<file path="src/logic/dphy_rx_pkg.sv">
package dphy_rx_pkg;

  // D-PHY leader byte that opens every high-speed burst
  localparam logic [7:0] SYNC_BYTE = 8'hB8;

  localparam logic [7:0] LONG_PKT_MIN_ID = 8'h10; // Data IDs from here up carry a payload

  // One byte from a lane receiver after bit alignment
  typedef struct packed {
    logic       valid;
    logic [7:0] data;
  } lane_byte_t;

  // Byte 0 on the wire is data_id, bytes 1 and 2 the word count LSB first, byte 3 the ECC
  typedef struct packed {
    logic [7:0]  data_id;
    logic [15:0] word_count;
    logic [7:0]  ecc;
  } pkt_hdr_t;

  localparam logic [11:0] ADDR_CTRL      = 12'h000; // Lane enables
  localparam logic [11:0] ADDR_STATUS    = 12'h004; // Lane lock bits
  localparam logic [11:0] ADDR_PKT_COUNT = 12'h008;
  localparam logic [11:0] ADDR_LAST_HDR  = 12'h00C;
  localparam logic [11:0] ADDR_ERR_COUNT = 12'h010; // Truncated packets

endpackage

</file>
<file path="src/logic/dphy_hs_lane_rx.sv">
`timescale 1ns/1ps

module dphy_hs_lane_rx (
  input  logic                    byte_clk_i,
  input  logic                    arst_n_i,
  input  logic                    enable_i,
  input  logic [7:0]              raw_i,
  output dphy_rx_pkg::lane_byte_t byte_o,
  output logic                    lock_o
);

  import dphy_rx_pkg::*;

  logic [7:0]  raw_q;
  logic [7:0]  raw_qq;
  logic [15:0] window;
  logic        hit;
  logic [2:0]  hit_offset;
  logic        synced_q;
  logic [2:0]  offset_q;
  logic        valid_q;
  logic [7:0]  data_q;

  // Older word in the low half, so window bit 0 is the earliest received bit.
  // Offset k takes the byte that ends k bits before the end of the newer word
  assign window = {raw_q, raw_qq};

  always_comb
  begin
    hit        = 1'b0;
    hit_offset = '0;
    for (int k = 7; k >= 0; k--) // Lowest matching offset wins
    begin
      if (window[15 - k -: 8] == SYNC_BYTE)
      begin
        hit        = 1'b1;
        hit_offset = 3'(k);
      end
    end
  end

  always_ff @(posedge byte_clk_i)
  begin
    raw_q  <= raw_i;
    raw_qq <= raw_q;
  end

  always_ff @(posedge byte_clk_i or negedge arst_n_i)
  begin
    if (!arst_n_i)
    begin
      synced_q <= 1'b0;
      offset_q <= '0;
      valid_q  <= 1'b0;
    end
    else if (!enable_i)
    begin
      synced_q <= 1'b0; // End of the burst, hunt again next time
      valid_q  <= 1'b0;
    end
    else if (!synced_q)
    begin
      synced_q <= hit;
      offset_q <= hit_offset;
    end
    else
      valid_q <= 1'b1; // First byte after the leader
  end

  always_ff @(posedge byte_clk_i)
  begin
    data_q <= window[15 - offset_q -: 8];
  end

  assign byte_o = '{valid: valid_q, data: data_q};
  assign lock_o = valid_q; // Lock and valid share one timing

endmodule

</file>
<file path="src/logic/dphy_lane_merge.sv">
`timescale 1ns/1ps

module dphy_lane_merge #(
  parameter int NUM_LANES = 2
)(
  input  logic                                    byte_clk_i,
  input  logic                                    arst_n_i,
  input  dphy_rx_pkg::lane_byte_t [NUM_LANES-1:0] lanes_i,
  input  logic [NUM_LANES-1:0]                    lane_en_i,
  output logic                                    valid_o,
  output logic [NUM_LANES-1:0][7:0]               data_o
);

  logic [NUM_LANES-1:0] lane_valid;
  logic                 word_ready;

  always_comb
  begin
    for (int k = 0; k < NUM_LANES; k++)
      lane_valid[k] = lanes_i[k].valid;
  end

  // A word exists only once every enabled lane has delivered its byte
  assign word_ready = (|lane_en_i) && (&(lane_valid | ~lane_en_i));

  always_ff @(posedge byte_clk_i or negedge arst_n_i)
  begin
    if (!arst_n_i)
      valid_o <= 1'b0;
    else
      valid_o <= word_ready;
  end

  // Round robin distribution puts byte k of each word on lane k
  always_ff @(posedge byte_clk_i)
  begin
    for (int k = 0; k < NUM_LANES; k++)
      data_o[k] <= lane_en_i[k] ? lanes_i[k].data : 8'h00;
  end

endmodule

</file>
<file path="src/logic/csi_pkt_parser.sv">
`timescale 1ns/1ps

module csi_pkt_parser #(
  parameter int NUM_LANES = 2
)(
  input  logic                      byte_clk_i,
  input  logic                      arst_n_i,
  input  logic                      valid_i,
  input  logic [NUM_LANES-1:0][7:0] data_i,
  output logic                      hdr_valid_o,
  output dphy_rx_pkg::pkt_hdr_t     hdr_o,
  output logic                      pay_valid_o,
  output logic [NUM_LANES-1:0][7:0] pay_data_o,
  output logic [NUM_LANES-1:0]      pay_strb_o,
  output logic                      trunc_o
);

  import dphy_rx_pkg::*;

  localparam int HDR_BYTES = 4;
  localparam int CRC_BYTES = 2;

  logic [17:0]          cnt_q; // Packet bytes consumed before the current word
  logic [17:0]          cnt_next;
  logic                 done_q;
  logic [3:0][7:0]      hdr_bytes_q;
  logic [3:0][7:0]      hdr_bytes_d;
  pkt_hdr_t             hdr_d;
  logic                 hdr_last;
  logic                 is_long;
  logic [17:0]          pay_end;
  logic [17:0]          pkt_end;
  logic [NUM_LANES-1:0] strb;

  assign cnt_next = cnt_q + 18'(NUM_LANES);
  assign hdr_last = (cnt_q < 18'(HDR_BYTES)) && (cnt_next >= 18'(HDR_BYTES));
  assign is_long  = (hdr_o.data_id >= LONG_PKT_MIN_ID);
  assign pay_end  = 18'(HDR_BYTES) + 18'(hdr_o.word_count);
  assign pkt_end  = pay_end + 18'(CRC_BYTES);

  always_comb
  begin
    hdr_bytes_d = hdr_bytes_q;
    for (int k = 0; k < NUM_LANES; k++)
    begin
      if (cnt_q + 18'(k) < 18'(HDR_BYTES))
        hdr_bytes_d[cnt_q[1:0] + 2'(k)] = data_i[k];
      // Bytes past the payload end are CRC and get no strobe
      strb[k] = !done_q && is_long && (cnt_q >= 18'(HDR_BYTES)) &&
                (cnt_q + 18'(k) < pay_end);
    end
  end

  assign hdr_d = '{data_id:    hdr_bytes_d[0],
                   word_count: {hdr_bytes_d[2], hdr_bytes_d[1]},
                   ecc:        hdr_bytes_d[3]};

  always_ff @(posedge byte_clk_i or negedge arst_n_i)
  begin
    if (!arst_n_i)
    begin
      cnt_q       <= '0;
      done_q      <= 1'b0;
      hdr_o       <= '0;
      hdr_valid_o <= 1'b0;
      pay_valid_o <= 1'b0;
      pay_strb_o  <= '0;
      trunc_o     <= 1'b0;
    end
    else
    begin
      hdr_valid_o <= 1'b0;
      trunc_o     <= 1'b0;
      pay_valid_o <= valid_i && (|strb);
      pay_strb_o  <= valid_i ? strb : '0;
      if (!valid_i)
      begin
        trunc_o <= (cnt_q != '0) && !done_q; // Burst ended inside a packet
        cnt_q   <= '0;
        done_q  <= 1'b0;
      end
      else if (!done_q)
      begin
        cnt_q <= cnt_next;
        if (hdr_last)
        begin
          hdr_valid_o <= 1'b1;
          hdr_o       <= hdr_d;
          done_q      <= (hdr_d.data_id < LONG_PKT_MIN_ID); // Short packet is complete
        end
        else if ((cnt_q >= 18'(HDR_BYTES)) && (cnt_next >= pkt_end))
          done_q <= 1'b1;
      end
    end
  end

  always_ff @(posedge byte_clk_i)
  begin
    if (valid_i)
      hdr_bytes_q <= hdr_bytes_d;
    pay_data_o <= data_i;
  end

endmodule

</file>
<file path="src/logic/dphy_rx_regs.sv">
`timescale 1ns/1ps

module dphy_rx_regs #(
  parameter int NUM_LANES = 2
)(
  input  logic                  byte_clk_i,
  input  logic                  arst_n_i,
  input  logic                  psel_i,
  input  logic                  penable_i,
  input  logic                  pwrite_i,
  input  logic [11:0]           paddr_i,
  input  logic [31:0]           pwdata_i,
  output logic [31:0]           prdata_o,
  output logic                  pready_o,
  output logic                  pslverr_o,
  input  logic [NUM_LANES-1:0]  lock_i,
  input  logic                  hdr_valid_i,
  input  dphy_rx_pkg::pkt_hdr_t hdr_i,
  input  logic                  trunc_i,
  output logic [NUM_LANES-1:0]  lane_en_o
);

  import dphy_rx_pkg::*;

  logic [NUM_LANES-1:0] ctrl_q;
  logic [31:0]          pkt_count_q;
  logic [31:0]          err_count_q;
  pkt_hdr_t             last_hdr_q;
  logic                 access;
  logic                 mapped;

  assign access    = psel_i && penable_i; // Zero wait states
  assign pready_o  = access;
  assign pslverr_o = access && !mapped;
  assign lane_en_o = ctrl_q;

  always_comb
  begin
    mapped   = 1'b1;
    prdata_o = '0;
    case (paddr_i)
      ADDR_CTRL:      prdata_o[NUM_LANES-1:0] = ctrl_q;
      ADDR_STATUS:    prdata_o[NUM_LANES-1:0] = lock_i;
      ADDR_PKT_COUNT: prdata_o = pkt_count_q;
      ADDR_LAST_HDR:  prdata_o = last_hdr_q;
      ADDR_ERR_COUNT: prdata_o = err_count_q;
      default:        mapped = 1'b0;
    endcase
  end

  always_ff @(posedge byte_clk_i or negedge arst_n_i)
  begin
    if (!arst_n_i)
    begin
      ctrl_q      <= '0;
      pkt_count_q <= '0;
      err_count_q <= '0;
      last_hdr_q  <= '0;
    end
    else
    begin
      // Only CTRL is writable, other mapped addresses drop the write
      if (access && pwrite_i && (paddr_i == ADDR_CTRL))
        ctrl_q <= pwdata_i[NUM_LANES-1:0];
      if (hdr_valid_i)
      begin
        last_hdr_q <= hdr_i;
        if (pkt_count_q != '1)
          pkt_count_q <= pkt_count_q + 32'd1;
      end
      if (trunc_i && (err_count_q != '1))
        err_count_q <= err_count_q + 32'd1; // Saturates at all ones
    end
  end

endmodule

</file>
<file path="src/logic/dphy_rx_top.sv">
`timescale 1ns/1ps

module dphy_rx_top #(
  parameter int NUM_LANES = 2
)(
  input  logic                      byte_clk_i,
  input  logic                      arst_n_i,
  input  logic [NUM_LANES-1:0][7:0] lane_raw_i,
  input  logic                      psel_i,
  input  logic                      penable_i,
  input  logic                      pwrite_i,
  input  logic [11:0]               paddr_i,
  input  logic [31:0]               pwdata_i,
  output logic [31:0]               prdata_o,
  output logic                      pready_o,
  output logic                      pslverr_o,
  output logic                      pay_valid_o,
  output logic [NUM_LANES-1:0][7:0] pay_data_o,
  output logic [NUM_LANES-1:0]      pay_strb_o
);

  import dphy_rx_pkg::*;

  logic [NUM_LANES-1:0]       lane_en;
  lane_byte_t [NUM_LANES-1:0] lane_byte;
  logic [NUM_LANES-1:0]       lock;
  logic                       mrg_valid;
  logic [NUM_LANES-1:0][7:0]  mrg_data;
  logic                       hdr_valid;
  pkt_hdr_t                   hdr;
  logic                       trunc;

  for (genvar g = 0; g < NUM_LANES; g++)
  begin : g_lane
    dphy_hs_lane_rx i_lane_rx (
      .byte_clk_i (byte_clk_i),
      .arst_n_i   (arst_n_i),
      .enable_i   (lane_en[g]),
      .raw_i      (lane_raw_i[g]),
      .byte_o     (lane_byte[g]),
      .lock_o     (lock[g])
    );
  end

  dphy_lane_merge #(.NUM_LANES(NUM_LANES)) i_lane_merge (
    .byte_clk_i (byte_clk_i),
    .arst_n_i   (arst_n_i),
    .lanes_i    (lane_byte),
    .lane_en_i  (lane_en),
    .valid_o    (mrg_valid),
    .data_o     (mrg_data)
  );

  csi_pkt_parser #(.NUM_LANES(NUM_LANES)) i_pkt_parser (
    .byte_clk_i  (byte_clk_i),
    .arst_n_i    (arst_n_i),
    .valid_i     (mrg_valid),
    .data_i      (mrg_data),
    .hdr_valid_o (hdr_valid),
    .hdr_o       (hdr),
    .pay_valid_o (pay_valid_o),
    .pay_data_o  (pay_data_o),
    .pay_strb_o  (pay_strb_o),
    .trunc_o     (trunc)
  );

  dphy_rx_regs #(.NUM_LANES(NUM_LANES)) i_regs (
    .byte_clk_i  (byte_clk_i),
    .arst_n_i    (arst_n_i),
    .psel_i      (psel_i),
    .penable_i   (penable_i),
    .pwrite_i    (pwrite_i),
    .paddr_i     (paddr_i),
    .pwdata_i    (pwdata_i),
    .prdata_o    (prdata_o),
    .pready_o    (pready_o),
    .pslverr_o   (pslverr_o),
    .lock_i      (lock),
    .hdr_valid_i (hdr_valid),
    .hdr_i       (hdr),
    .trunc_i     (trunc),
    .lane_en_o   (lane_en)
  );

endmodule

</file>
<file path="config.mk">
export PLATFORM = sky130hd
export DESIGN_NAME = dphy_rx_top
export DESIGN_NICKNAME = d
export VERILOG_FILES = /design/src/logic/dphy_rx_pkg.sv /design/src/logic/dphy_hs_lane_rx.sv /design/src/logic/dphy_lane_merge.sv /design/src/logic/csi_pkt_parser.sv /design/src/logic/dphy_rx_regs.sv /design/src/logic/dphy_rx_top.sv
export SDC_FILE = /design/constraint.sdc
export NUM_CORES = 1
export LEC_CHECK = 0
export BUFFER_PORTS_ARGS = -buffer_cell sky130_fd_sc_hd__buf_2
export CAP_MARGIN = 20
export CELL_PAD_IN_SITES_DETAIL_PLACEMENT = 0
export CELL_PAD_IN_SITES_GLOBAL_PLACEMENT = 2
export CORE_UTILIZATION = 25
export CTS_CLUSTER_SIZE = 28
export DETAILED_ROUTE_END_ITERATION = 8
export GPL_TIMING_DRIVEN = 0
export PLACE_DENSITY_LB_ADDON = 0.1
export SYNTH_ARGS = -nofsm -noshare
export SYNTH_HDL_FRONTEND = slang
export SYNTH_SLANG_ARGS = --single-unit
</file>
<file path="constraint.sdc">
create_clock -name byte_clk_i -period 3.12 [get_ports byte_clk_i]
set_input_delay 0.312 -clock byte_clk_i [delete_from_list [all_inputs] [get_ports byte_clk_i]]
set_output_delay 0.312 -clock byte_clk_i [all_outputs]
set_load 0.05 [all_outputs]
</file>
Word-level counts from Yosys, hierarchy flattened
Cells that the tools add are included.
{"block": "totals", "ff_bits": 277, "output_inout_bits": 53, "wordCells": 180}
{"block": "classes", "n_addsub": 9, "order_cmp": 13, "eq_ne": 25, "shifts": 2, "n_mux": 62, "bitwise_logic": 5, "n_reduce_logical": 28}
{"cell": "$eq 8x8->1 const B", "n": 16}
{"cell": "$pmux 30 s3", "n": 1}
{"cell": "$shiftx 23x33->8", "n": 2}
{"cell": "$add 32x1->32 const B", "n": 2}
{"cell": "$bwmux 32", "n": 2}
{"cell": "$mux 32", "n": 2}
{"cell": "$ne 32x32->1 const B", "n": 2}
{"cell": "$mux 3", "n": 16}
{"cell": "$add 18x2->18 const B", "n": 2}
{"cell": "$ge 18x3->1 const B", "n": 2}
{"cell": "$lt 18x18->1", "n": 2}
{"cell": "$lt 18x3->1 const B", "n": 2}
{"cell": "$mux 18", "n": 2}
{"cell": "$mux 1", "n": 33}
{"cell": "$demux 8 s2", "n": 2}
{"cell": "$eq 12x4->1 const B", "n": 2}
{"cell": "$add 18x1->18 const B", "n": 1}
{"cell": "$ge 18x18->1", "n": 1}
{"cell": "$reduce_bool 18->1", "n": 1}
{"cell": "$add 3x16->17 const A", "n": 1}
{"cell": "$logic_and 1x1->1", "n": 16}
{"cell": "$mux 8", "n": 2}
{"cell": "$eq 12x3->1 const B", "n": 1}
{"cell": "$eq 12x5->1 const B", "n": 1}
{"cell": "18 further kinds", "n": 30}

Depth between registers and ports, before layout
Gate-level depths: netlist of the first run.
{"block": "depth", "ltp_word": 12, "mapped_depth": 18}

By module
Synthesis of the first run repeated with hierarchy kept, for this count alone.
{"block": "hier_totals", "hier_cells": 1295, "area_unflattened_um2": 14395.1}
{"module": "csi_pkt_parser", "instances": 1, "cells_each": 546, "area_per_inst_um2": 6334.8, "seq_area_each_um2": 2657.5}
{"module": "dphy_rx_regs", "instances": 1, "cells_each": 485, "area_per_inst_um2": 5156.2, "seq_area_each_um2": 2452.4}
{"module": "dphy_hs_lane_rx", "instances": 2, "cells_each": 114, "area_per_inst_um2": 1214.9, "seq_area_each_um2": 585.6}
{"module": "dphy_lane_merge", "instances": 1, "cells_each": 36, "area_per_inst_um2": 474.2, "seq_area_each_um2": 345.3}

Worst setup path after synthesis of the first run
No wires, ideal clock.
{"block": "synth_path", "kind": "reg-to-reg", "startpoint": "register i_pkt_parser.hdr_o[10] in the netlist's numbering", "endpoint": "register i_pkt_parser.done_q", "setup_ps": 130, "arrival_ps": 3318, "slack_ps": -327, "path_stages_with_launch": 19, "synth_period_minus_slack_ps": 3447, "path_cell_list": "dfrtp_1 ha_1 xnor2_1 or3b_1 nor3_2 nand3_1 nor2b_1 nand2_1 nor3_1 xor2_1 ha_1 a21oi_1 nor2b_1 a2111oi_0 o21ai_0 a31oi_1 nor3_1 nor3_1 nor3_1"}
{"block": "synth_between", "elab_chain_cells": 8}
{"element": "from (decl)", "line_no": "csi_pkt_parser.sv:11", "text": "output dphy_rx_pkg::pkt_hdr_t hdr_o,"}
{"element": "from (signal assigned)", "line_no": "csi_pkt_parser.sv:88", "text": "hdr_o <= hdr_d;"}
{"element": "$add 3x16->17", "line_no": "csi_pkt_parser.sv:38", "text": "assign pay_end = 18'(HDR_BYTES) + 18'(hdr_o.word_count);"}
{"element": "$add 18x2->18", "line_no": "csi_pkt_parser.sv:39", "text": "assign pkt_end = pay_end + 18'(CRC_BYTES);"}
{"element": "$ge 18x18->1", "line_no": "csi_pkt_parser.sv:91", "text": "else if ((cnt_q >= 18'(HDR_BYTES)) && (cnt_next >= pkt_end))"}
{"element": "$logic_and 1x1->1", "line_no": "csi_pkt_parser.sv:91"}
{"element": "$mux 1", "line_no": "csi_pkt_parser.sv:91"}
{"element": "$mux 1", "line_no": "csi_pkt_parser.sv:85", "text": "if (hdr_last)"}
{"element": "$mux 1", "line_no": "csi_pkt_parser.sv:82", "text": "else if (!done_q)"}
{"element": "$mux 1", "line_no": "csi_pkt_parser.sv:76", "text": "if (!valid_i)"}
{"element": "to (signal assigned)", "line_no": "csi_pkt_parser.sv:89", "text": "done_q <= (hdr_d.data_id < LONG_PKT_MIN_ID);"}
{"element": "to (decl)", "line_no": "csi_pkt_parser.sv:25", "text": "logic done_q;"}
No other way between the ends.
A chain may end at the register's enable or synchronous reset.

Worst setup path in the final report of the first run
Ends and elaborated chain as after synthesis.

==> flow_metrics.env, run 1 <==
export IMPL_status="finished, violations left"
export IMPL_violations="setup timing"
export IMPL_root_buffer="clkbuf_16"
export IMPL_final_util=0.314
export IMPL_clk_pin_slew_ns=0.06
export IMPL_yosys_most_used_dff="dfrtp_1"
export IMPL_layout_nets=1529
export IMPL_routed_wl_mm=41.2
export IMPL_h_tree_depth=2
export IMPL_setup_slack_ns=-0.518
export IMPL_portBuffers=86
export IMPL_final_cell_mix="157 x dfrtp_1, 100 x nand2_1, 89 x buf_2"
export IMPL_synthesis_nets=1365
export IMPL_instances_no_fill=2131
export IMPL_async_reset_ff_frac=0.599
export IMPL_worst_slew_pin_slew_ns=0.860
export IMPL_syn_area_um2=13800
export IMPL_numClockSinks=274
export IMPL_period_share=1.17
export IMPL_cts_buffers_inserted=35
export IMPL_grt_max_degree=84
export IMPL_gr_total_overflow=0
export IMPL_grt_pass1_wl_mm=63.7
export IMPL_syn_to_final_growth_pct=23.4
export IMPL_ir_drop_mv=0.315
export IMPL_arrival_ns=4.06
export IMPL_die_area_um2=56100
export IMPL_power_mw=8.13
export IMPL_hold_violations=0
export IMPL_drc=0
export IMPL_firstDrtPassIters=9
export IMPL_synthCells=1245
export IMPL_drv_slew=0
export IMPL_antenna_found_initial=0
export IMPL_rsz0062_at_grt="yes"
export IMPL_p_per_area_nw_per_um2=478
export IMPL_drive_above_1_share=0.264
export IMPL_detail_route_antenna_nets=0
export IMPL_drt_iter0_drc=715
export IMPL_hold_path_class="in -> reg"
export IMPL_synth_edff_count=32
export IMPL_ys_types=74
export IMPL_min_period_ns=3.64
export IMPL_grt_use_total=0.150
export IMPL_core_region_area_um2=54100
export IMPL_max_slew_margin=0.427
export IMPL_critPathKind="reg -> reg"
export IMPL_endpoint_kind="register"
export IMPL_vias=9886
export IMPL_p_leak_nw=7.68
export IMPL_grt_pass1_vias=10036
export IMPL_vias_per_cell=4.64
export IMPL_avgSynthCellArea_um2=11.1
export IMPL_place_gp_congestion=0.754
export IMPL_clockBufferDepth=3
export IMPL_final_common_cell="dfrtp_1"
export IMPL_dp_cells=2028
export IMPL_cp_max_fo=6
export IMPL_worstSetupStartpointType="register"
export IMPL_pin_count=118
export IMPL_hpwlAfterDp_mm=30.3
export IMPL_die_h_um=237
export IMPL_synth_seq_area_share=0.481
export IMPL_wl_per_cell_um=19.3
export IMPL_setup_viol=1
export IMPL_whs_ns=0.220
export IMPL_timing_fmax_ghz=0.275
export IMPL_initial_core_util=0.255
export IMPL_ys_ff_latch=274
export IMPL_insertion_delay_ns=0.55
export IMPL_fill_cells=5522
export IMPL_rows=85
export IMPL_cts_tree="done"
export IMPL_worstPathRequired_ns=3.54
export IMPL_antennaDiodeCount=0
export IMPL_skew_ns=0.0232
export IMPL_ys_warn_count=0
export IMPL_maxCapViolCount=0
export IMPL_fp_dieW_um=237
[registers in the layout, summed over array words and instances, names as in the netlist]
signal,flops
g_lane.i_lane_rx.synced_q,2
g_lane.i_lane_rx.data_q,16
i_pkt_parser.pay_data_o,16
i_regs.last_hdr_q,32
g_lane.i_lane_rx.offset_q,6
g_lane.i_lane_rx.lock_o,2
i_lane_merge.data_o,16
i_regs.lane_en_o,2
i_regs.pkt_count_q,32
g_lane.i_lane_rx.raw_q,16
i_pkt_parser.done_q,1
i_pkt_parser.trunc_o,1
i_regs.err_count_q,32
g_lane.i_lane_rx.raw_qq,14
i_lane_merge.valid_o,1
i_pkt_parser.cnt_q,17
i_pkt_parser.pay_valid_o,1
i_pkt_parser.pay_strb_o,2
i_pkt_parser.hdr_o,32
i_pkt_parser.hdr_bytes_q,32
i_pkt_parser.hdr_valid_o,1
[per-stage QoR]
| step | worst slack [ns] | area, um2 | setup TNS (ns) |
|---|---|---|---|
| 6_report | -0.518 | 17000 | -0.518 |
| 5_1_grt | -0.726 | 17000 | -0.726 |
| 4_1_cts | -0.528 | 16700 | -0.559 |
| 3_5_place_dp | -0.882 | 15200 | -10.76 |
| 3_3_place_gp | -1.87 | 15100 | -273.32 |
| 2_1_floorplan | -0.0244 | 13800 | -0.0244 |
[kinds of logic after synthesis]
family / Yosys count / share of synthesized area
adder cells (fa/ha/maj): 55 / 0.0499
other: 1 / 0.000272
AO/OA/AOI/OAI: 157 / 0.0787
buffers and inverters: 119 / 0.0426
multiplexers: 135 / 0.121
XOR/XNOR: 109 / 0.0693
AND/OR/NAND/NOR: 395 / 0.157
flip-flops: 274 / 0.481
[final timing paths]
check	depth (start not counted)	slack, ns	end	start
worst max-delay path	18	-0.52	i_pkt_parser.done_q	i_pkt_parser.hdr_o[10]
worst min-delay path	4	0.22	i_regs.lane_en_o[1]	pwrite_i
worst max register to register	18	-0.52	i_pkt_parser.done_q	i_pkt_parser.hdr_o[10]
worst min register to register	0	0.38	i_pkt_parser.pay_data_o[14]	i_lane_merge.data_o[14]
max in group asynchronous	3	1.82	i_pkt_parser.hdr_o[31]	arst_n_i
min in group asynchronous	2	0.37	i_pkt_parser.cnt_q[16]	arst_n_i
[worst max-delay path: stages, from the launching register on]
cell and delay, ns:
dfrtp_2 0.49, ha_4 0.22, xnor2_4 0.15, or3b_4 0.41, nor3_4 0.20, nand3_2 0.12, nor2b_2 0.17, nand2_2 0.09
nor3_2 0.17, xor2_1 0.10, ha_2 0.21, a21oi_2 0.12, nor2b_1 0.06, a2111oi_2 0.32, o21ai_1 0.12, a31oi_1 0.18
nor3_2 0.10, nor3_1 0.20, nor3_1 0.07
[power by group]
part	internal (mW)	switching [mW]
clock network	2.59	1.70
logic	0.0772	0.0982
registers	3.63	0.0371
[cell type report]
type                       count  area (um2)  share of cell area
clock inverter                15         179              0.0105
buffer                        67         408              0.0240
sequential                   274        6640               0.390
inverter                      52         195              0.0115
clock buffer                  48        1040              0.0609
timing repair buffer         127         820              0.0482
multi-input combinational    852        6860               0.404
tap                          696         871              0.0512
[synth_stat cells, drive strengths merged, types with 9 or more instances]
master | number | area (um2)
dfrtp | 164 | 4100
mux2 | 108 | 1320
nand2 | 102 | 383
dfxtp | 78 | 1560
xnor2 | 72 | 631
nor2 | 64 | 240
ha | 55 | 688
inv | 50 | 188
nand3 | 46 | 235
clkbuf | 41 | 155
a21oi | 38 | 190
o21ai | 37 | 189
xor2 | 37 | 324
edfxtp | 32 | 961
a222oi | 30 | 300
nor3 | 28 | 155
nand4 | 27 | 190
buf | 25 | 228
and3 | 21 | 156
mux2i | 21 | 210
and2 | 19 | 120
nor4bb | 16 | 160
and4 | 11 | 96.3
nor2b | 11 | 68.8
o21a | 11 | 82.6
a21o | 10 | 75.1
nor4 | 9 | 56.3
[layer usage]
metal / GRT usage / up-vias / routed length (um)
li1: - / 4808 / -
met1: 0.210 / 4847 / 19700
met2: 0.237 / 174 / 19000
met3: 0.0221 / 57 / 1490
met4: 0.0466 / 0 / 986
met5: 0 / - / 0
[what timing repair did]
action / in CTS / in global routing
gates resized for setup: 15 / 47
pin swaps: 1 / 19
setup buffers: 2 / 18
hold buffers: 19 / 0
gates cloned: 0 / 0
setup endpoints to repair: 65 / 49
endpoints found under the hold margin: 99 / 0
Note: power is estimated with default switching activity, not from simulation.
==> run 2, diff against run 1 <==
Settings changed: CORE_UTILIZATION 25 to 36.
==> run 2 against run 1 <==
  * The run still ends with setup timing left
  * Largest power group unchanged
  * Clock-buffer cell count down 1
  * Via count down 0.34%
  * Cell count down 9.1%
  * Non-clock buffer count down 4
  * Largest cell class unchanged
  * Hold slack worse by 0.057 ns
  * Critical path type unchanged
  * Final area down 2.9%
  * Maximum frequency up 4.5%
  * Global-route usage up 4.2 points
  * Combinational power about the same
  * First-iteration DRC count down 11%
==> flow_metrics.env, run 2 (same netlist as run 1, synthesis figures left out) <==
export IMPL_cts_buffers_inserted=31
export IMPL_skew_ns=0.0102
export IMPL_hold_violations=0
export IMPL_h_tree_depth=1
export IMPL_cp_max_fo=7
export IMPL_cts_tree="done"
export IMPL_hold_path_class="in -> reg"
export IMPL_final_cell_mix="160 x dfrtp_1, 101 x nand2_1, 89 x buf_2"
export IMPL_grt_use_total=0.192
export IMPL_period_share=1.12
export IMPL_max_slew_margin=0.376
export IMPL_setup_viol=1
export IMPL_final_common_cell="dfrtp_1"
export IMPL_timing_fmax_ghz=0.287
export IMPL_core_region_area_um2=37700
export IMPL_firstDrtPassIters=5
export IMPL_routed_wl_mm=36.8
export IMPL_grt_max_degree=112
export IMPL_grt_util_met2=0.310
export IMPL_numClockSinks=274
export IMPL_antenna_found_initial=0
export IMPL_maxCapViolCount=0
export IMPL_hpwlAfterDp_mm=27.0
export IMPL_ir_drop_mv=0.535
export IMPL_place_gp_congestion=0.803
export IMPL_status="finished, violations left"
export IMPL_globalRouteMet1Util=0.270
export IMPL_placedInstanceArea_um2=15000
export IMPL_drive_above_1_share=0.248
export IMPL_setup_tns_final_ns=-0.361
export IMPL_grt_pass1_vias=9730
export IMPL_drv_slew=0
export IMPL_pin_count=118
export IMPL_violations="setup timing"
export IMPL_instances_no_fill=1937
export IMPL_die_h_um=198
export IMPL_dp_cells=1845
export IMPL_antennaDiodeCount=0
export IMPL_clockBufferDepth=3
export IMPL_critPathKind="reg -> reg"
export IMPL_p_leak_nw=7.54
export IMPL_detail_route_antenna_nets=0
export IMPL_setup_slack_ns=-0.361
export IMPL_gr_total_overflow=0
export IMPL_dp_slack_ns=-0.670
export IMPL_vias_per_cell=5.09
export IMPL_endpoint_kind="register"
export IMPL_layout_nets=1521
export IMPL_worstPathRequired_ns=3.58
export IMPL_syn_to_final_growth_pct=19.8
export IMPL_portBuffers=86
export IMPL_fp_dieW_um=198
export IMPL_worstSetupStartpointType="register"
export IMPL_vias=9852
export IMPL_fin_area_um2=16500
export IMPL_clk_pin_slew_ns=0.06
export IMPL_drc=0
export IMPL_worst_slew_pin_slew_ns=0.927
export IMPL_grt_pass1_wl_mm=57.6
export IMPL_met3_usage=0.0268
export IMPL_arrival_ns=3.94
export IMPL_rows=71
export IMPL_root_buffer="clkbuf_16"
export IMPL_wl_per_cell_um=19.0
export IMPL_insertion_delay_ns=0.59
export IMPL_rsz0062_at_grt="yes"
export IMPL_drt_iter0_drc=638
export IMPL_die_area_um2=39100
export IMPL_busiest_layer="met2"
export IMPL_min_period_ns=3.48
export IMPL_p_per_area_nw_per_um2=457
export IMPL_initial_core_util=0.366
==> run 2: changes by cell type in the layout (fill, tap and decap cells not counted), sizes merged <==
cell | previous run | this run
inv | 52 | 51
clkbuf | 90 | 88
bufinv | 3 | 1
clkinvlp | 3 | 2
buf | 132 | 129
==> run 2: layout make-up <==
cell class / count / area, um2
fillers: 3646 / 21200
multi-input cells: 852 / 6790
flip-flops and latches: 274 / 6630
clock buffers: 47 / 941
repair buffers: 123 / 806
well taps: 511 / 639
plain buffers: 67 / 400
inverters: 52 / 195
clock inverters: 11 / 104
==> run 2: worst paths after layout <==
check,from,cells past startpoint,slack (ns),end
worst max-delay path,i_pkt_parser.hdr_o[10],19,-0.36,i_pkt_parser.done_q
worst min-delay path,pwrite_i,4,0.16,i_regs.lane_en_o[0]
worst max register to register,i_pkt_parser.hdr_o[10],19,-0.36,i_pkt_parser.done_q
worst min register to register,g_lane[0].i_lane_rx.raw_q[7],0,0.37,g_lane[0].i_lane_rx.raw_qq[7]
max in group asynchronous,arst_n_i,3,1.92,i_pkt_parser.hdr_o[11]
min in group asynchronous,arst_n_i,2,0.26,i_pkt_parser.cnt_q[15]
==> run 2: timing repair <==
| item | 4_1_cts | 5_1_grt |
|---|---|---|
| setup endpoints to repair | 3 | 45 |
| hold buffers | 19 | 0 |
| resized for setup | 9 | 33 |
| pin swaps | 2 | 11 |
| hold endpoints to repair | 71 | 0 |
| buffers inserted | 4 | 11 |
==> run 2: per-layer routing <==
metal,vias up,share of wire
met5,-,0
met4,0,0.023
met3,43,0.036
met2,161,0.47
met1,4846,0.48
li1,4802,-
==> run 2: worst max-delay path: stages, from the launching register on <==
cell and delay (ns):
dfrtp_2 0.48, ha_4 0.20, buf_4 0.12, nand4_1 0.10
nor3_1 0.19, a31oi_1 0.07, o22ai_1 0.22, nand2_1 0.09
nor2_2 0.16, nand2_1 0.11, o31a_1 0.29, ha_1 0.32
a21oi_2 0.13, nor2b_1 0.06, a2111oi_2 0.20, o21ai_1 0.11
a31oi_1 0.19, nor3_2 0.09, nor3_2 0.18, nor3_1 0.06
==> run 2: stage by stage <==
stage | util | hold slack, ns | power [mW]
2_1_floorplan | - | 0.0164 | 3.79
3_3_place_gp | 0.396 | 0.363 | 3.89
3_5_place_dp | 0.398 | 0.303 | 3.89
4_1_cts | 0.433 | 0.142 | 7.66
5_1_grt | 0.438 | 0.175 | 7.83
6_report | 0.438 | 0.163 | 7.54
==> run 2: power by group <==
part	leakage [nW]	switching [mW]	internal, mW
Clock	0.515	1.54	2.17
Sequential	3.19	0.0349	3.63
Combinational	3.84	0.0964	0.0771
Total	7.54	1.67	5.87
==> run 3, diff against run 2 <==
Settings changed: ABC_AREA set to 1, CORE_UTILIZATION 36 to 32.
==> run 3 against run 2 <==
  * Clock power is 5% higher
  * Setup slack better by 0.35 ns
  * The run still ends with setup timing left
  * Clock skew is 0.0071 ns higher
  * Global-route usage is 0.84 points higher
  * Clock-buffer cell count is 2 higher
  * Non-clock buffer count stayed put
  * Cell count is 34% higher
  * Largest cell class unchanged
  * Synthesized area is 4.7% higher
==> flow_metrics.env, run 3 <==
export IMPL_portBuffers=87
export IMPL_ys_ff_latch=274
export IMPL_p_sw_frac=0.233
export IMPL_synthTopCellsByCount="513 x nand2_1, 229 x inv_1, 164 x dfrtp_1, 139 x nor2_1, 124 x o21ai_0"
export IMPL_status="finished, violations left"
export IMPL_numClockSinks=274
export IMPL_setup_viol=1
export IMPL_fill_cells=4709
export IMPL_violations="setup timing"
export IMPL_root_buffer="clkbuf_16"
export IMPL_cts_tree="done"
export IMPL_die_area_um2=45900
export IMPL_drive_above_1_share=0.143
export IMPL_yosys_most_used_dff="dfrtp_1"
export IMPL_hold_path_class="in -> reg"
export IMPL_skew_ns=0.0174
export IMPL_timing_rr_start="i_pkt_parser.hdr_o[10]"
export IMPL_place_gp_congestion=0.866
export IMPL_vias_per_cell=4.79
export IMPL_p_leak_nw=8.16
export IMPL_syn_area_um2=14400
export IMPL_async_reset_ff_frac=0.599
export IMPL_wl_per_cell_um=17.6
export IMPL_rows=77
export IMPL_syn_to_final_growth_pct=20.8
export IMPL_synth_top_area_share=0.284
export IMPL_core_region_area_um2=44300
export IMPL_max_slew_margin=0.511
export IMPL_period_share=1.00
export IMPL_drc=0
export IMPL_r2r_slack_ns=-0.01
export IMPL_p_clk_frac=0.503
export IMPL_clockBufferDepth=3
export IMPL_setup_slack_ns=-0.0123
export IMPL_cts_buffers_inserted=35
export IMPL_die_h_um=214
export IMPL_p_int_mw=5.91
export IMPL_synth_area_leaders="dfrtp_1 28%, nand2_1 13%, dfxtp_1 11%"
export IMPL_hpwlAfterDp_mm=35.1
export IMPL_final_cell_mix="495 x nand2_1, 224 x inv_1, 158 x dfrtp_1"
export IMPL_vias=12473
export IMPL_rr_worst_depth=20
export IMPL_drv_slew=0
export IMPL_avgSynthCellArea_um2=7.91
export IMPL_worstSetupStartpointType="register"
export IMPL_firstDrtPassIters=5
export IMPL_detail_route_antenna_nets=0
export IMPL_critPathKind="reg -> reg"
export IMPL_seq_power_share=0.474
export IMPL_maxCapViolCount=0
export IMPL_worstHoldStart="pwrite_i"
export IMPL_setup_worst_path_start="i_pkt_parser.hdr_o[10]"
export IMPL_final_util=0.393
export IMPL_grt_pass1_vias=12243
export IMPL_yosysTopAreaCell="dfrtp_1"
export IMPL_grt_use_total=0.201
export IMPL_worst_slew_pin_slew_ns=0.733
export IMPL_p_per_area_nw_per_um2=442
export IMPL_synthCells=1823
export IMPL_power_switching_mw=1.80
export IMPL_endpoint_kind="register"
export IMPL_initial_core_util=0.325
export IMPL_ys_types=53
export IMPL_yosysMostFrequentCell="nand2_1"
export IMPL_pin_count=118
export IMPL_synthesis_nets=1943
export IMPL_synth_edff_count=32
export IMPL_hold_violations=0
export IMPL_clk_pin_slew_ns=0.05
export IMPL_arrival_ns=3.57
export IMPL_rr_endpoint="i_pkt_parser.done_q"
export IMPL_h_tree_depth=2
export IMPL_worstPathRequired_ns=3.56
export IMPL_min_period_ns=3.13
export IMPL_dp_slack_ns=-0.638
export IMPL_layout_nets=2108
export IMPL_insertion_delay_ns=0.56
export IMPL_hold_depth=3
export IMPL_synth_seq_area_share=0.459
export IMPL_antennaDiodeCount=0
export IMPL_grt_pass1_wl_mm=71.6
export IMPL_drt_iter0_drc=733
export IMPL_antenna_found_initial=0
export IMPL_fp_dieW_um=214
export IMPL_min_to="i_regs.lane_en_o[1]"
export IMPL_cp_max_fo=4
export IMPL_dp_cells=2504
export IMPL_ir_drop_mv=0.346
export IMPL_routed_wl_mm=45.7
export IMPL_final_common_cell="nand2_1"
export IMPL_instances_no_fill=2604
export IMPL_timing_fmax_ghz=0.319
export IMPL_rsz0062_at_grt="yes"
export IMPL_gr_total_overflow=0
export IMPL_grt_max_degree=107
export IMPL_comb_power_share=0.023
export IMPL_ys_warn_count=0
## run 3: cell types whose count changed after synthesis, sizes merged, moves of 31 or more
| cell | previous run | this run |
|---|---|---|
| nand2 | 102 | 530 |
| inv | 50 | 232 |
| mux2 | 108 | 3 |
| o21ai | 37 | 140 |
| nor2 | 64 | 149 |
| xnor2 | 72 | 9 |
| xor2 | 37 | 68 |
## run 3: repair_timing
action | in CTS | in global routing
endpoints found under the setup margin | 36 | 50
hold buffers | 19 | 0
setup buffers | 16 | 7
endpoints found under the hold margin | 76 | 0
gates resized for setup | 33 | 53
pin swaps | 19 | 26
## run 3: cell type report
class	instances	area, um2	share of cell area
buffer	61	285	0.0164
clock buffer	49	981	0.0563
clock inverter	12	105	0.00603
inverter	235	890	0.0511
multi-input combinational	1252	6930	0.398
sequential	274	6630	0.381
tap	592	741	0.0425
timing repair buffer	129	860	0.0493
## run 3: routing by layer
metal / GRT usage / vias up / share of wire
li1: - / 6277 / -
met1: 0.290 / 5922 / 0.50
met2: 0.315 / 225 / 0.45
met3: 0.0262 / 49 / 0.035
met4: 0.0481 / 0 / 0.016
met5: 0 / - / 0
## run 3: stage by stage
step	power, mW	TNS [ns]	hold WS (ns)	cell area [um2]
finish	7.71	-0.0123	0.240	17400
global route	8.02	-3.61	0.230	17400
CTS	7.84	-0.0981	0.201	17200
detailed placement	3.88	-8.11	0.271	15700
global placement	3.87	-225.05	0.341	15600
floorplan	3.77	0	0.0164	14400
## run 3: power by group through the flow
stage	Sequential, mW	Combinational (mW)	Clock, mW
after floorplan	3.71	0.0597	0
after global placement	3.72	0.151	0
after detailed placement	3.72	0.155	0
after CTS	3.65	0.176	4.01
after global routing	3.65	0.199	4.17
final	3.65	0.174	3.88
## run 3: worst max-delay path by stage
stage / endpoint / slack, ns / cells past startpoint
final: i_pkt_parser.done_q / -0.01 / 20
after detailed placement: i_pkt_parser.done_q / -0.64 / 20
after CTS: i_pkt_parser.done_q / -0.1 / 24
after global placement: i_pkt_parser.hdr_o[31] / -1.33 / 1
after floorplan: i_pkt_parser.done_q / 0.24 / 20
after global routing: i_pkt_parser.done_q / -0.22 / 22
## run 3: logic make-up (layout without fill, tap and decap cells)
| family | Yosys count | in the layout | share of synthesized area |
|---|---|---|---|
| compound gates | 244 | 244 | 0.101 |
| xor+xnor | 77 | 77 | 0.0473 |
| fa+ha+maj | 55 | 55 | 0.0477 |
| buf+inv | 297 | 486 | 0.0811 |
| flops | 274 | 274 | 0.459 |
| mux | 12 | 12 | 0.00859 |
| other cells | 1 | 1 | 0.000260 |
| simple gates | 863 | 863 | 0.255 |
## run 3: worst max-delay path, cell delays in order (launching register included)
cell and delay (ns):
dfrtp_2 0.41, ha_4 0.16, nand2_4 0.07, nor2_4 0.20, xor2_2 0.20, nand2_2 0.10, nor2_4 0.11, nand4_1 0.15
buf_4 0.18, nor2_1 0.11, xor2_1 0.16, inv_1 0.06, ha_1 0.30, nand2_2 0.09, o21ai_0 0.12, a21oi_2 0.22
nand3_2 0.12, nand2_2 0.07, a21oi_2 0.03, nor2_1 0.12, nor2_1 0.05
